## src/game_pkg.sv

```systemverilog
package game_pkg;

	//----------------------------------------------------------------------
	// Scroll position widths
	//----------------------------------------------------------------------

	localparam int TILE_POS_W  = 16;	// Level tile position
	localparam int PIXEL_POS_W = 3;		// Pixel offset inside a tile
	localparam int TILE_PIXELS = 8;		// Pixels per tile

	//----------------------------------------------------------------------
	// Timing
	//----------------------------------------------------------------------

	localparam int FRAME_CLOCKS_DEFAULT  = 833_333;		// 60 fps at 50 MHz
	localparam int SECOND_CLOCKS_DEFAULT = 50_000_000;	// One second at 50 MHz
	localparam int FRAME_TIMER_W         = 20;		// Fits a full frame period
	localparam int PRESCALE_W            = 26;		// Fits a full second

	//----------------------------------------------------------------------
	// Score display
	//----------------------------------------------------------------------

	localparam int BCD_DIGITS = 3;			// Score digits on HEX0..HEX2

	typedef logic [3:0] bcd_digit_t;		// One decimal digit
	typedef logic [6:0] seg7_t;				// Active low, bit 0 = segment a

	localparam seg7_t SEG7_BLANK = 7'b111_1111;	// All segments off

	// Scroll position, tile above pixel
	typedef struct packed {
		logic [TILE_POS_W-1:0]  tile;
		logic [PIXEL_POS_W-1:0] pixel;
	} scroll_pos_t;

	// Push buttons, high when pressed
	typedef struct packed {
		logic right;
		logic left;
	} buttons_t;

	// Frame loop phases
	typedef enum logic [1:0] {
		RENDER,
		MOVE,
		WAIT
	} frame_phase_e;

endpackage

```

## src/frame_sequencer.sv

```systemverilog
`timescale 1ns/1ps

module frame_sequencer
#(
	parameter int frame_clocks = game_pkg::FRAME_CLOCKS_DEFAULT	// Frame period in clocks
)
(
	input  logic CLOCK_50,
	input  logic resetn,
	input  logic render_ack,	// From external renderer
	output logic render_req,	// To external renderer
	output logic move_en		// One cycle per frame
);
	import game_pkg::*;

	frame_phase_e             phase;		// Current frame phase
	logic                     ack_seen;		// Renderer acked, waiting for ack low
	logic [FRAME_TIMER_W-1:0] frame_timer;	// Clocks since start of MOVE
	logic                     frame_done;

	// Last cycle of the frame period
	assign frame_done = (frame_timer >= FRAME_TIMER_W'(frame_clocks - 1));

	// Move strobe straight from the phase
	assign move_en = (phase == MOVE);

	//----------------------------------------------------------------------
	// Phase register, handshake and frame timer
	//----------------------------------------------------------------------

	always_ff @(posedge CLOCK_50 or negedge resetn)
	begin
		if (!resetn)
		begin
			phase       <= RENDER;
			render_req  <= 1'b0;
			ack_seen    <= 1'b0;
			frame_timer <= '0;
		end
		else
		begin
			case (phase)
				RENDER:
				begin
					frame_timer <= '0;		// Held clear while drawing
					if (!ack_seen)
					begin
						if (!render_req)
							render_req <= 1'b1;		// Step 1, raise request
						else if (render_ack)
						begin
							render_req <= 1'b0;		// Step 3, drop request
							ack_seen   <= 1'b1;
						end
					end
					else if (!render_ack)	// Step 5, ack gone low
					begin
						ack_seen <= 1'b0;
						phase    <= MOVE;
					end
				end
				MOVE:
				begin
					frame_timer <= frame_timer + 1'b1;	// Timer starts here
					phase       <= WAIT;
				end
				WAIT:
				begin
					if (frame_done)
					begin
						frame_timer <= '0;
						phase       <= RENDER;		// Next frame
					end
					else
						frame_timer <= frame_timer + 1'b1;
				end
				default:
					phase <= RENDER;	// Unused encoding
			endcase
		end
	end

endmodule

```

## src/scroll_counter.sv

```systemverilog
`timescale 1ns/1ps

module scroll_counter
(
	input  logic                  CLOCK_50,
	input  logic                  resetn,
	input  logic                  move_en,		// Move strobe from sequencer
	input  game_pkg::buttons_t    buttons,		// Sampled only on move_en
	output game_pkg::scroll_pos_t scroll_pos	// Level position
);
	import game_pkg::*;

	localparam logic [PIXEL_POS_W-1:0] LAST_PIXEL = PIXEL_POS_W'(TILE_PIXELS - 1);

	scroll_pos_t pos_next;
	logic        at_origin;		// Tile 0, pixel 0

	assign at_origin = (scroll_pos.tile == '0) && (scroll_pos.pixel == '0);

	//----------------------------------------------------------------------
	// Next position
	//----------------------------------------------------------------------

	always_comb
	begin
		pos_next = scroll_pos;		// Hold by default
		if (move_en)
		begin
			if (buttons.right)		// Right wins over left
			begin
				pos_next.pixel = scroll_pos.pixel + 1'b1;	// Wraps 7 to 0
				if (scroll_pos.pixel == LAST_PIXEL)
					pos_next.tile = scroll_pos.tile + 1'b1;	// Carry into tile
			end
			else if (buttons.left && !at_origin)	// No scrolling past the start
			begin
				pos_next.pixel = scroll_pos.pixel - 1'b1;	// Wraps 0 to 7
				if (scroll_pos.pixel == '0)
					pos_next.tile = scroll_pos.tile - 1'b1;	// Borrow from tile
			end
		end
	end

	// Position register
	always_ff @(posedge CLOCK_50 or negedge resetn)
	begin
		if (!resetn)
			scroll_pos <= '0;
		else
			scroll_pos <= pos_next;
	end

endmodule

```

## src/score_counter.sv

```systemverilog
`timescale 1ns/1ps

module score_counter
#(
	parameter int second_clocks = game_pkg::SECOND_CLOCKS_DEFAULT	// Clocks per score tick
)
(
	input  logic                 CLOCK_50,
	input  logic                 resetn,
	output game_pkg::bcd_digit_t digit0,	// Ones
	output game_pkg::bcd_digit_t digit1,	// Tens
	output game_pkg::bcd_digit_t digit2		// Hundreds
);
	import game_pkg::*;

	logic [PRESCALE_W-1:0] prescale;			// Clocks within the current second
	logic                  second_tick;			// One cycle per second
	bcd_digit_t            digits [BCD_DIGITS];
	logic [BCD_DIGITS-1:0] carry;				// carry[i] steps digit i

	//----------------------------------------------------------------------
	// Seconds prescaler
	//----------------------------------------------------------------------

	assign second_tick = (prescale == PRESCALE_W'(second_clocks - 1));

	always_ff @(posedge CLOCK_50 or negedge resetn)
	begin
		if (!resetn)
			prescale <= '0;
		else if (second_tick)
			prescale <= '0;		// Start next second
		else
			prescale <= prescale + 1'b1;
	end

	//----------------------------------------------------------------------
	// Cascaded decade counters
	//----------------------------------------------------------------------

	assign carry[0] = second_tick;

	for (genvar i = 0; i < BCD_DIGITS; i++)
	begin : g_digit
		// Ripple to next digit when this one rolls over
		if (i < BCD_DIGITS - 1)
		begin : g_carry
			assign carry[i+1] = carry[i] && (digits[i] == 4'd9);
		end

		always_ff @(posedge CLOCK_50 or negedge resetn)
		begin
			if (!resetn)
				digits[i] <= '0;
			else if (carry[i])
			begin
				if (digits[i] == 4'd9)
					digits[i] <= '0;		// 9 wraps to 0, carry out same edge
				else
					digits[i] <= digits[i] + 1'b1;
			end
		end
	end

	// Top digit wraps 999 to 000, nothing above it

	assign digit0 = digits[0];
	assign digit1 = digits[1];
	assign digit2 = digits[2];

endmodule

```

## src/seg7_decoder.sv

```systemverilog
`timescale 1ns/1ps

module seg7_decoder
(
	input  game_pkg::bcd_digit_t digit,		// BCD value
	output game_pkg::seg7_t      segments	// Active low, bit 0 = a
);
	import game_pkg::*;

	// Segment order gfedcba, a lit segment is 0
	always_comb
	begin
		case (digit)
			4'd0:    segments = 7'b100_0000;
			4'd1:    segments = 7'b111_1001;
			4'd2:    segments = 7'b010_0100;
			4'd3:    segments = 7'b011_0000;
			4'd4:    segments = 7'b001_1001;
			4'd5:    segments = 7'b001_0010;
			4'd6:    segments = 7'b000_0010;
			4'd7:    segments = 7'b111_1000;
			4'd8:    segments = 7'b000_0000;
			4'd9:    segments = 7'b001_0000;
			default: segments = SEG7_BLANK;		// 10 to 15 dark
		endcase
	end

endmodule

```

## src/game_top.sv

```systemverilog
`timescale 1ns/1ps

module game_top
#(
	parameter int frame_clocks  = game_pkg::FRAME_CLOCKS_DEFAULT,	// Frame period
	parameter int second_clocks = game_pkg::SECOND_CLOCKS_DEFAULT	// Score tick period
)
(
	input  logic                  CLOCK_50,
	input  logic                  resetn,
	input  game_pkg::buttons_t    buttons,		// Scroll buttons
	input  logic                  render_ack,	// Renderer handshake
	output logic                  render_req,
	output game_pkg::scroll_pos_t scroll_pos,	// Level position
	output game_pkg::seg7_t       hex0,			// Score ones
	output game_pkg::seg7_t       hex1,			// Score tens
	output game_pkg::seg7_t       hex2			// Score hundreds
);
	import game_pkg::*;

	logic       move_en;	// Single-cycle move strobe
	bcd_digit_t digit0;
	bcd_digit_t digit1;
	bcd_digit_t digit2;

	//----------------------------------------------------------------------
	// Frame loop
	//----------------------------------------------------------------------

	frame_sequencer #(
		.frame_clocks (frame_clocks)
	) sequencer0 (
		.CLOCK_50   (CLOCK_50),
		.resetn     (resetn),
		.render_ack (render_ack),
		.render_req (render_req),
		.move_en    (move_en)
	);

	scroll_counter scroll0 (
		.CLOCK_50   (CLOCK_50),
		.resetn     (resetn),
		.move_en    (move_en),
		.buttons    (buttons),
		.scroll_pos (scroll_pos)
	);

	//----------------------------------------------------------------------
	// Survival score
	//----------------------------------------------------------------------

	score_counter #(
		.second_clocks (second_clocks)
	) score0 (
		.CLOCK_50 (CLOCK_50),
		.resetn   (resetn),
		.digit0   (digit0),
		.digit1   (digit1),
		.digit2   (digit2)
	);

	// One decoder per display
	seg7_decoder seg0 (.digit(digit0), .segments(hex0));
	seg7_decoder seg1 (.digit(digit1), .segments(hex1));
	seg7_decoder seg2 (.digit(digit2), .segments(hex2));

endmodule

```

## config.mk

```make
export PLATFORM = sky130hd
export DESIGN_NAME = game_top
export DESIGN_NICKNAME = d
export VERILOG_FILES = /design/src/game_pkg.sv /design/src/frame_sequencer.sv /design/src/scroll_counter.sv /design/src/score_counter.sv /design/src/seg7_decoder.sv /design/src/game_top.sv
export SDC_FILE = /design/constraint.sdc
export NUM_CORES = 1
export LEC_CHECK = 0
export ABC_AREA = 1
export BUFFER_PORTS_ARGS = -buffer_cell sky130_fd_sc_hd__buf_4
export CELL_PAD_IN_SITES_DETAIL_PLACEMENT = 0
export CELL_PAD_IN_SITES_GLOBAL_PLACEMENT = 1
export CORE_MARGIN = 2
export CORE_UTILIZATION = 44
export DETAILED_ROUTE_END_ITERATION = 8
export HOLD_SLACK_MARGIN = 0.12
export PLACE_DENSITY = 0.76
export SYNTH_ARGS = -nofsm -noshare
export SYNTH_HDL_FRONTEND = slang
export SYNTH_SLANG_ARGS = --single-unit
```

## constraint.sdc

```tcl
create_clock -name CLOCK_50 -period 1.95 [get_ports CLOCK_50]
set_clock_uncertainty 0.2 [all_clocks]
set_input_delay 0.39 -clock CLOCK_50 [delete_from_list [all_inputs] [get_ports CLOCK_50]]
set_output_delay 0.39 -clock CLOCK_50 [all_outputs]
set_load 0.02 [all_outputs]
```

[After elaboration in Yosys (flattened, before gate mapping)]
Memory sizes are Yosys's and may differ from the RTL's.
Cells that the tools add are included.
Word-level totals
  register bits: 81
  ROM bits: 336
  bits of input ports: 5
  output and inout bits: 41
  word-level logic and storage cells: 69
  memories kept: 3
Cells by class
  add/sub/neg operators: 9
  $lt $le $gt $ge: 1
  eq/ne operators: 11
  mux-type cells: 19
  bitwise logic cells: 1
  reduce and logical (&&, ||, !) cells: 15
Memory list
  (name not given): depth 16, width 7, read ports 1, clocked after memory_dff 0, wr ports 0, RTL line seg7_decoder.sv:13  | case (digit)
  (name not given): depth 16, width 7, read ports 1, clocked after memory_dff 0, wr ports 0, RTL line seg7_decoder.sv:13
  (name not given): depth 16, width 7, read ports 1, clocked after memory_dff 0, wr ports 0, RTL line seg7_decoder.sv:13
Operator list (number)
  one-hot mux 20 bit (3 select lines): 1
  two-way mux 19 bit: 2
  two-way mux 16 bit: 2
  adder 26 x 1 -> 26 bit (second input constant): 1
  equality test 26 bit (second input constant): 1
  two-way mux 26 bit: 1
  adder 20 x 1 -> 20 bit (second input constant): 1
  >= comparator 20 bit (second input constant): 1
  two-way mux 20 bit: 1
  adder 16 x 1 -> 16 bit (second input constant): 1
  zero test 16 bit: 1
  subtractor 16 x 1 -> 16 bit (second input constant): 1
  adder 4 x 1 -> 4 bit (second input constant): 3
  equality test 4 bit (second input constant): 3
  two-way mux 4 bit: 3
  two-way mux 2 bit: 3
  inequality test 2 x 1 -> 1 bit (second input constant): 3
  one-hot mux 2 bit (3 select lines): 1
  two-way mux 1 bit: 5
  logical AND 1 bit: 4
  AND reduction 2 bit: 2
  AND reduction 4 bit: 1
  nonzero test 2 bit: 2
  adder 3 x 1 -> 3 bit (second input constant): 1
  other kinds (11): 11

[Logic depth before layout (Yosys ltp)]
  word-level depth: 6
  mapped depth: 12
  gate-level depth less buffers: 12

[By module]
From an unflattened synthesis, not the netlist that was laid out.
Unflattened totals
  cell total of the unflattened synthesis: 960
  area total of the unflattened synthesis: 6354.8 um2
By module, submodules not included
  score_counter: times used 1, cells each 315, area each 2263.4 um2, sequential area each 950.9 um2
  scroll_counter: times used 1, cells each 272, area each 1806.7 um2, sequential area each 475.5 um2
  frame_sequencer: times used 1, cells each 268, area each 1721.7 um2, sequential area each 600.6 um2
  seg7_decoder: times used 3, cells each 35, area each 187.7 um2, sequential area each 0.0 um2

[Worst setup path after synthesis]
No wires, ideal clock.
  kind: input -> register
  from: input buttons[1] (netlist bit)
  to: register, netlist name scroll0.scroll_pos[18]
  library setup time: 117 ps
  data arrival time: 1853 ps
  required time: 1633 ps
  slack: -220 ps
  cell stages on the path: 12
  path through: inv_1 > ha_1 > nand2_1 > inv_1 > a21oi_1 > nor2_1 > nor2_1 > nand2_1 > nand2_1 > nand2_1 > nand2_1 > nand2_1
Between the ends
  cells in the longest elaborated chain, start to end: 2
RTL lines
  start: declaration: RTL line game_top.sv:11  | input game_pkg::buttons_t buttons,
  inequality test 2 x 1 -> 1 bit (no line) or nonzero test 2 bit (tied branches)
  AND reduction 4 bit (no line)
Several ways; a longest one is shown, not always the timed one.
A chain may end at the register's enable or synchronous reset.

[Final worst setup path]
  from: register score0.digits, in the netlist score0.digit1[0]
  to: output hex1[5]
Between the ends
  cells in the longest elaborated chain, start to end: 1
RTL lines
  start: declaration: RTL line score_counter.sv:18  | bcd_digit_t digits [BCD_DIGITS];
  start signal: indexed assignment: RTL line score_counter.sv:60  | digits[i] <= digits[i] + 1'b1;
  memory read (16 x 7 bit)
  end: declaration: RTL line game_top.sv:16  | output game_pkg::seg7_t hex1,
Every way passes these cells.

==> results.json <==
{
  "startpoint": "score0.digit1[0]",
  "drive_gt1_share_pct": 30.3,
  "end_kind": "primary output",
  "worstMarginPinSlew_ns": 0.440,
  "fin_ws_ns": -0.179,
  "port_buffers": 45,
  "timing.slew.headroom_pct": 70.6,
  "arrival_ns": 1.54,
  "ys_seq_elements": 81,
  "clk_pin_slew_ns": 0.06,
  "yosys-top-cells-area": "dfrtp_1, nand2_1, ha_1",
  "grt_pass1_vias": 5545,
  "area.growth.synth_to_final_pct": 42.6,
  "io_pins": 46,
  "period_share_pct": 109,
  "diodes": 0,
  "p_leak_uw": 0.00425,
  "cts_buffers": 9,
  "drc": 0,
  "path_class": "flip-flop to primary output",
  "cts.sinks": 81,
  "yosys_warnings": 0,
  "final_nets": 1030,
  "antenna_found_initial": 0,
  "ir_drop_mv": 0.339,
  "crit_family": "flip-flops",
  "hp-class": "input port to asynchronous set/reset pin",
  "syn-mean-instance-area_um2": 6.97,
  "grt_pass1_wl_um": 25600,
  "clk_path_buf_depth": 2,
  "synth_ff_type": "dfrtp_1",
  "grt_max_degree": 35,
  "cts_root_buf": "clkbuf_16",
  "ant_nets": 0,
  "synth-adder-area-share_pct": 8.64,
  "die_h_um": 119,
  "yosys.area.top_type_share_pct": 34.8,
  "synth_xor_area_share_pct": 6.77,
  "hold_violations": 0,
  "drt-total-wl_um": 16000,
  "rr_startpoint": "score0.prescale[1]",
  "dpl.hpwl_um": 10900,
  "firstDrtPassIters": 4,
  "coreArea_um2": 13100,
  "cp_cell_sequence": "inv_4, ha_4, inv_1, nor2_1, o21ai_2, buf_6",
  "cp_max_fo": 5,
  "dp_cells": 1112,
  "crit_slowest_cell": "dfrtp_2",
  "fin_cells": 1167,
  "dr.first_iter.drc_count": 385,
  "failed_checks": "setup timing",
  "syn_area_um2": 5820,
  "gp_congestion": 0.916,
  "viasPerCell": 4.98,
  "htreeDepth": 3,
  "power.density_nw_per_um2": 516,
  "synth_compound_area_share_pct": 8.19,
  "setup_violations": 21,
  "cpPeakStageDelay_ns": 0.49,
  "status": "complete, but fails checks",
  "synth_nets": 879,
  "async_flop_share_pct": 100,
  "synth_top_family_by_area": "simple AND/OR/NAND/NOR gates",
  "initial_core_util_pct": 44.5,
  "die-area_um2": 14200,
  "muxShareOfSynthArea_pct": 0,
  "cts_tree": "built",
  "period_minus_slack_ns": 2.13,
  "die_w_um": 119,
  "syn_inst": 835,
  "synth_largest_area_cell": "dfrtp_1",
  "grtUsageTotal_pct": 22.1,
  "fillers": 1125,
  "critPathRequiredTime_ns": 1.36,
  "slew_violations": 0,
  "path_buf_inv": 3,
  "critPathLaunchType": "flip-flop",
  "rsz0062_at_grt": "yes",
  "routedWlPerCell_um": 13.7,
  "core.rowCount": 42,
  "yosysSeqAreaShare_pct": 34.8,
  "max_freq_mhz": 470,
  "total_power_uw": 4280,
  "grt_overflow": 0,
  "num_vias": 5815,
  "synthSimpleGateAreaFrac_pct": 32.7,
  "clk_latency_ns": 0.34,
  "drv_cap": 0,
  "ys_types": 32,
  "synth-edff-count": 0
}
through the flow:
step	TNS (ns)	setup WS, ns	hold slack (ns)	instance area (um^2)	utilization [%]
floorplan	-0.700	-0.166	-0.106	5830	-
global placement	-2.80	-0.281	0.146	6890	52.6
detailed placement	-3.45	-0.314	0.142	6890	52.6
CTS	-1.95	-0.164	0.323	7650	58.5
global route	-4.23	-0.281	0.342	8300	63.4
finish	-2.30	-0.179	0.311	8300	63.4
kinds of logic (layout without fill, tap and decap cells):
| group | count (synthesis) | in the layout |
|---|---|---|
| AND/OR/NAND/NOR | 445 | 445 |
| flip-flops | 81 | 81 |
| XOR/XNOR | 45 | 45 |
| AO/OA/AOI/OAI | 91 | 91 |
| adder cells (fa/ha/maj) | 39 | 39 |
| buffers and inverters | 134 | 290 |
final cells by class:
| type | count | area (um^2) | share of cell area [%] |
|---|---|---|---|
| Multi-Input combinational cell | 620 | 3870 | 46.7 |
| Sequential cell | 81 | 2040 | 24.6 |
| Timing Repair Buffer | 150 | 1330 | 16.0 |
| Inverter | 124 | 484 | 5.83 |
| Clock buffer | 12 | 256 | 3.09 |
| Tap cell | 176 | 220 | 2.65 |
| Clock inverter | 4 | 98.8 | 1.19 |
worst reg2reg max path, stage by stage, from the launching register on:
cell and delay, ns:
dfrtp_1 0.38, ha_2 0.21, nand2_2 0.07, nor2_4 0.19, inv_2 0.06, nor2_2 0.09, nand2_2 0.10, nor2_8 0.17
nand3_4 0.15, nand2_2 0.09, o21ai_1 0.06
power by group:
part	total (uW)	internal [uW]	switching (uW)
Combinational	526	252	274
Clock	2040	1330	712
Sequential	1720	1700	24.6
Total	4280	3270	1010
cell usage in the layout (no fill, tap or decap), drive strengths merged, types with 4 or more instances in the layout:
master / n
xnor2: 18
ha: 37
a21oi: 18
xor2: 27
nand3: 65
nand4: 15
dfrtp: 81
inv: 123
buf: 148
o21ai: 64
clkbuf: 12
nor2: 101
nand2: 238
o21bai: 4
nor3: 20
worst paths after layout:
path	to	slack [ns]	depth (start not counted)
max in group asynchronous	scroll0.scroll_pos[11]	0.70	3
min	sequencer0.frame_timer[11]	0.31	2
min reg2reg	score0.prescale[2]	0.34	1
max	hex1[5]	-0.18	6
min in group CLOCK_50	score0.prescale[2]	0.34	1
max reg2reg	score0.digit2[2]	0.06	10
state kept, by name (all words and copies together) (netlist names):
signal,count
score0.digit1,4
sequencer0.ack_seen,1
score0.digit2,4
sequencer0.render_req,1
score0.prescale,26
score0.digit0,4
sequencer0.phase,2
scroll0.scroll_pos,19
sequencer0.frame_timer,20
per-layer routing:
| layer | up-vias | GRT usage (%) | part of all wire [%] |
|---|---|---|---|
| met5 | - | 0 | 0 |
| met1 | 2746 | 29.0 | 46 |
| li1 | 2944 | - | - |
| met2 | 104 | 37.7 | 49 |
| met4 | 0 | 6.99 | 1.5 |
| met3 | 21 | 3.11 | 3.5 |
synthesized netlist by cell type (6+ instances only):
master / count
dfrtp_1: 81
nand2_1: 231
xnor2_1: 18
nand4_1: 15
nand3_1: 64
inv_1: 123
ha_1: 37
xor2_1: 27
nor3_1: 20
nand2_2: 6
o21ai_1: 7
nor2_1: 95
a21oi_1: 18
o21ai_0: 56
what timing repair did:
| item | CTS | global route |
|---|---|---|
| pin swaps | 19 | 40 |
| setup endpoints to repair | 25 | 46 |
| endpoints found under the hold margin | 48 | 0 |
| gates resized for setup | 92 | 102 |
| setup buffers | 17 | 20 |
| hold buffers | 2 | 0 |
Note: power is estimated with default switching activity, not from simulation.
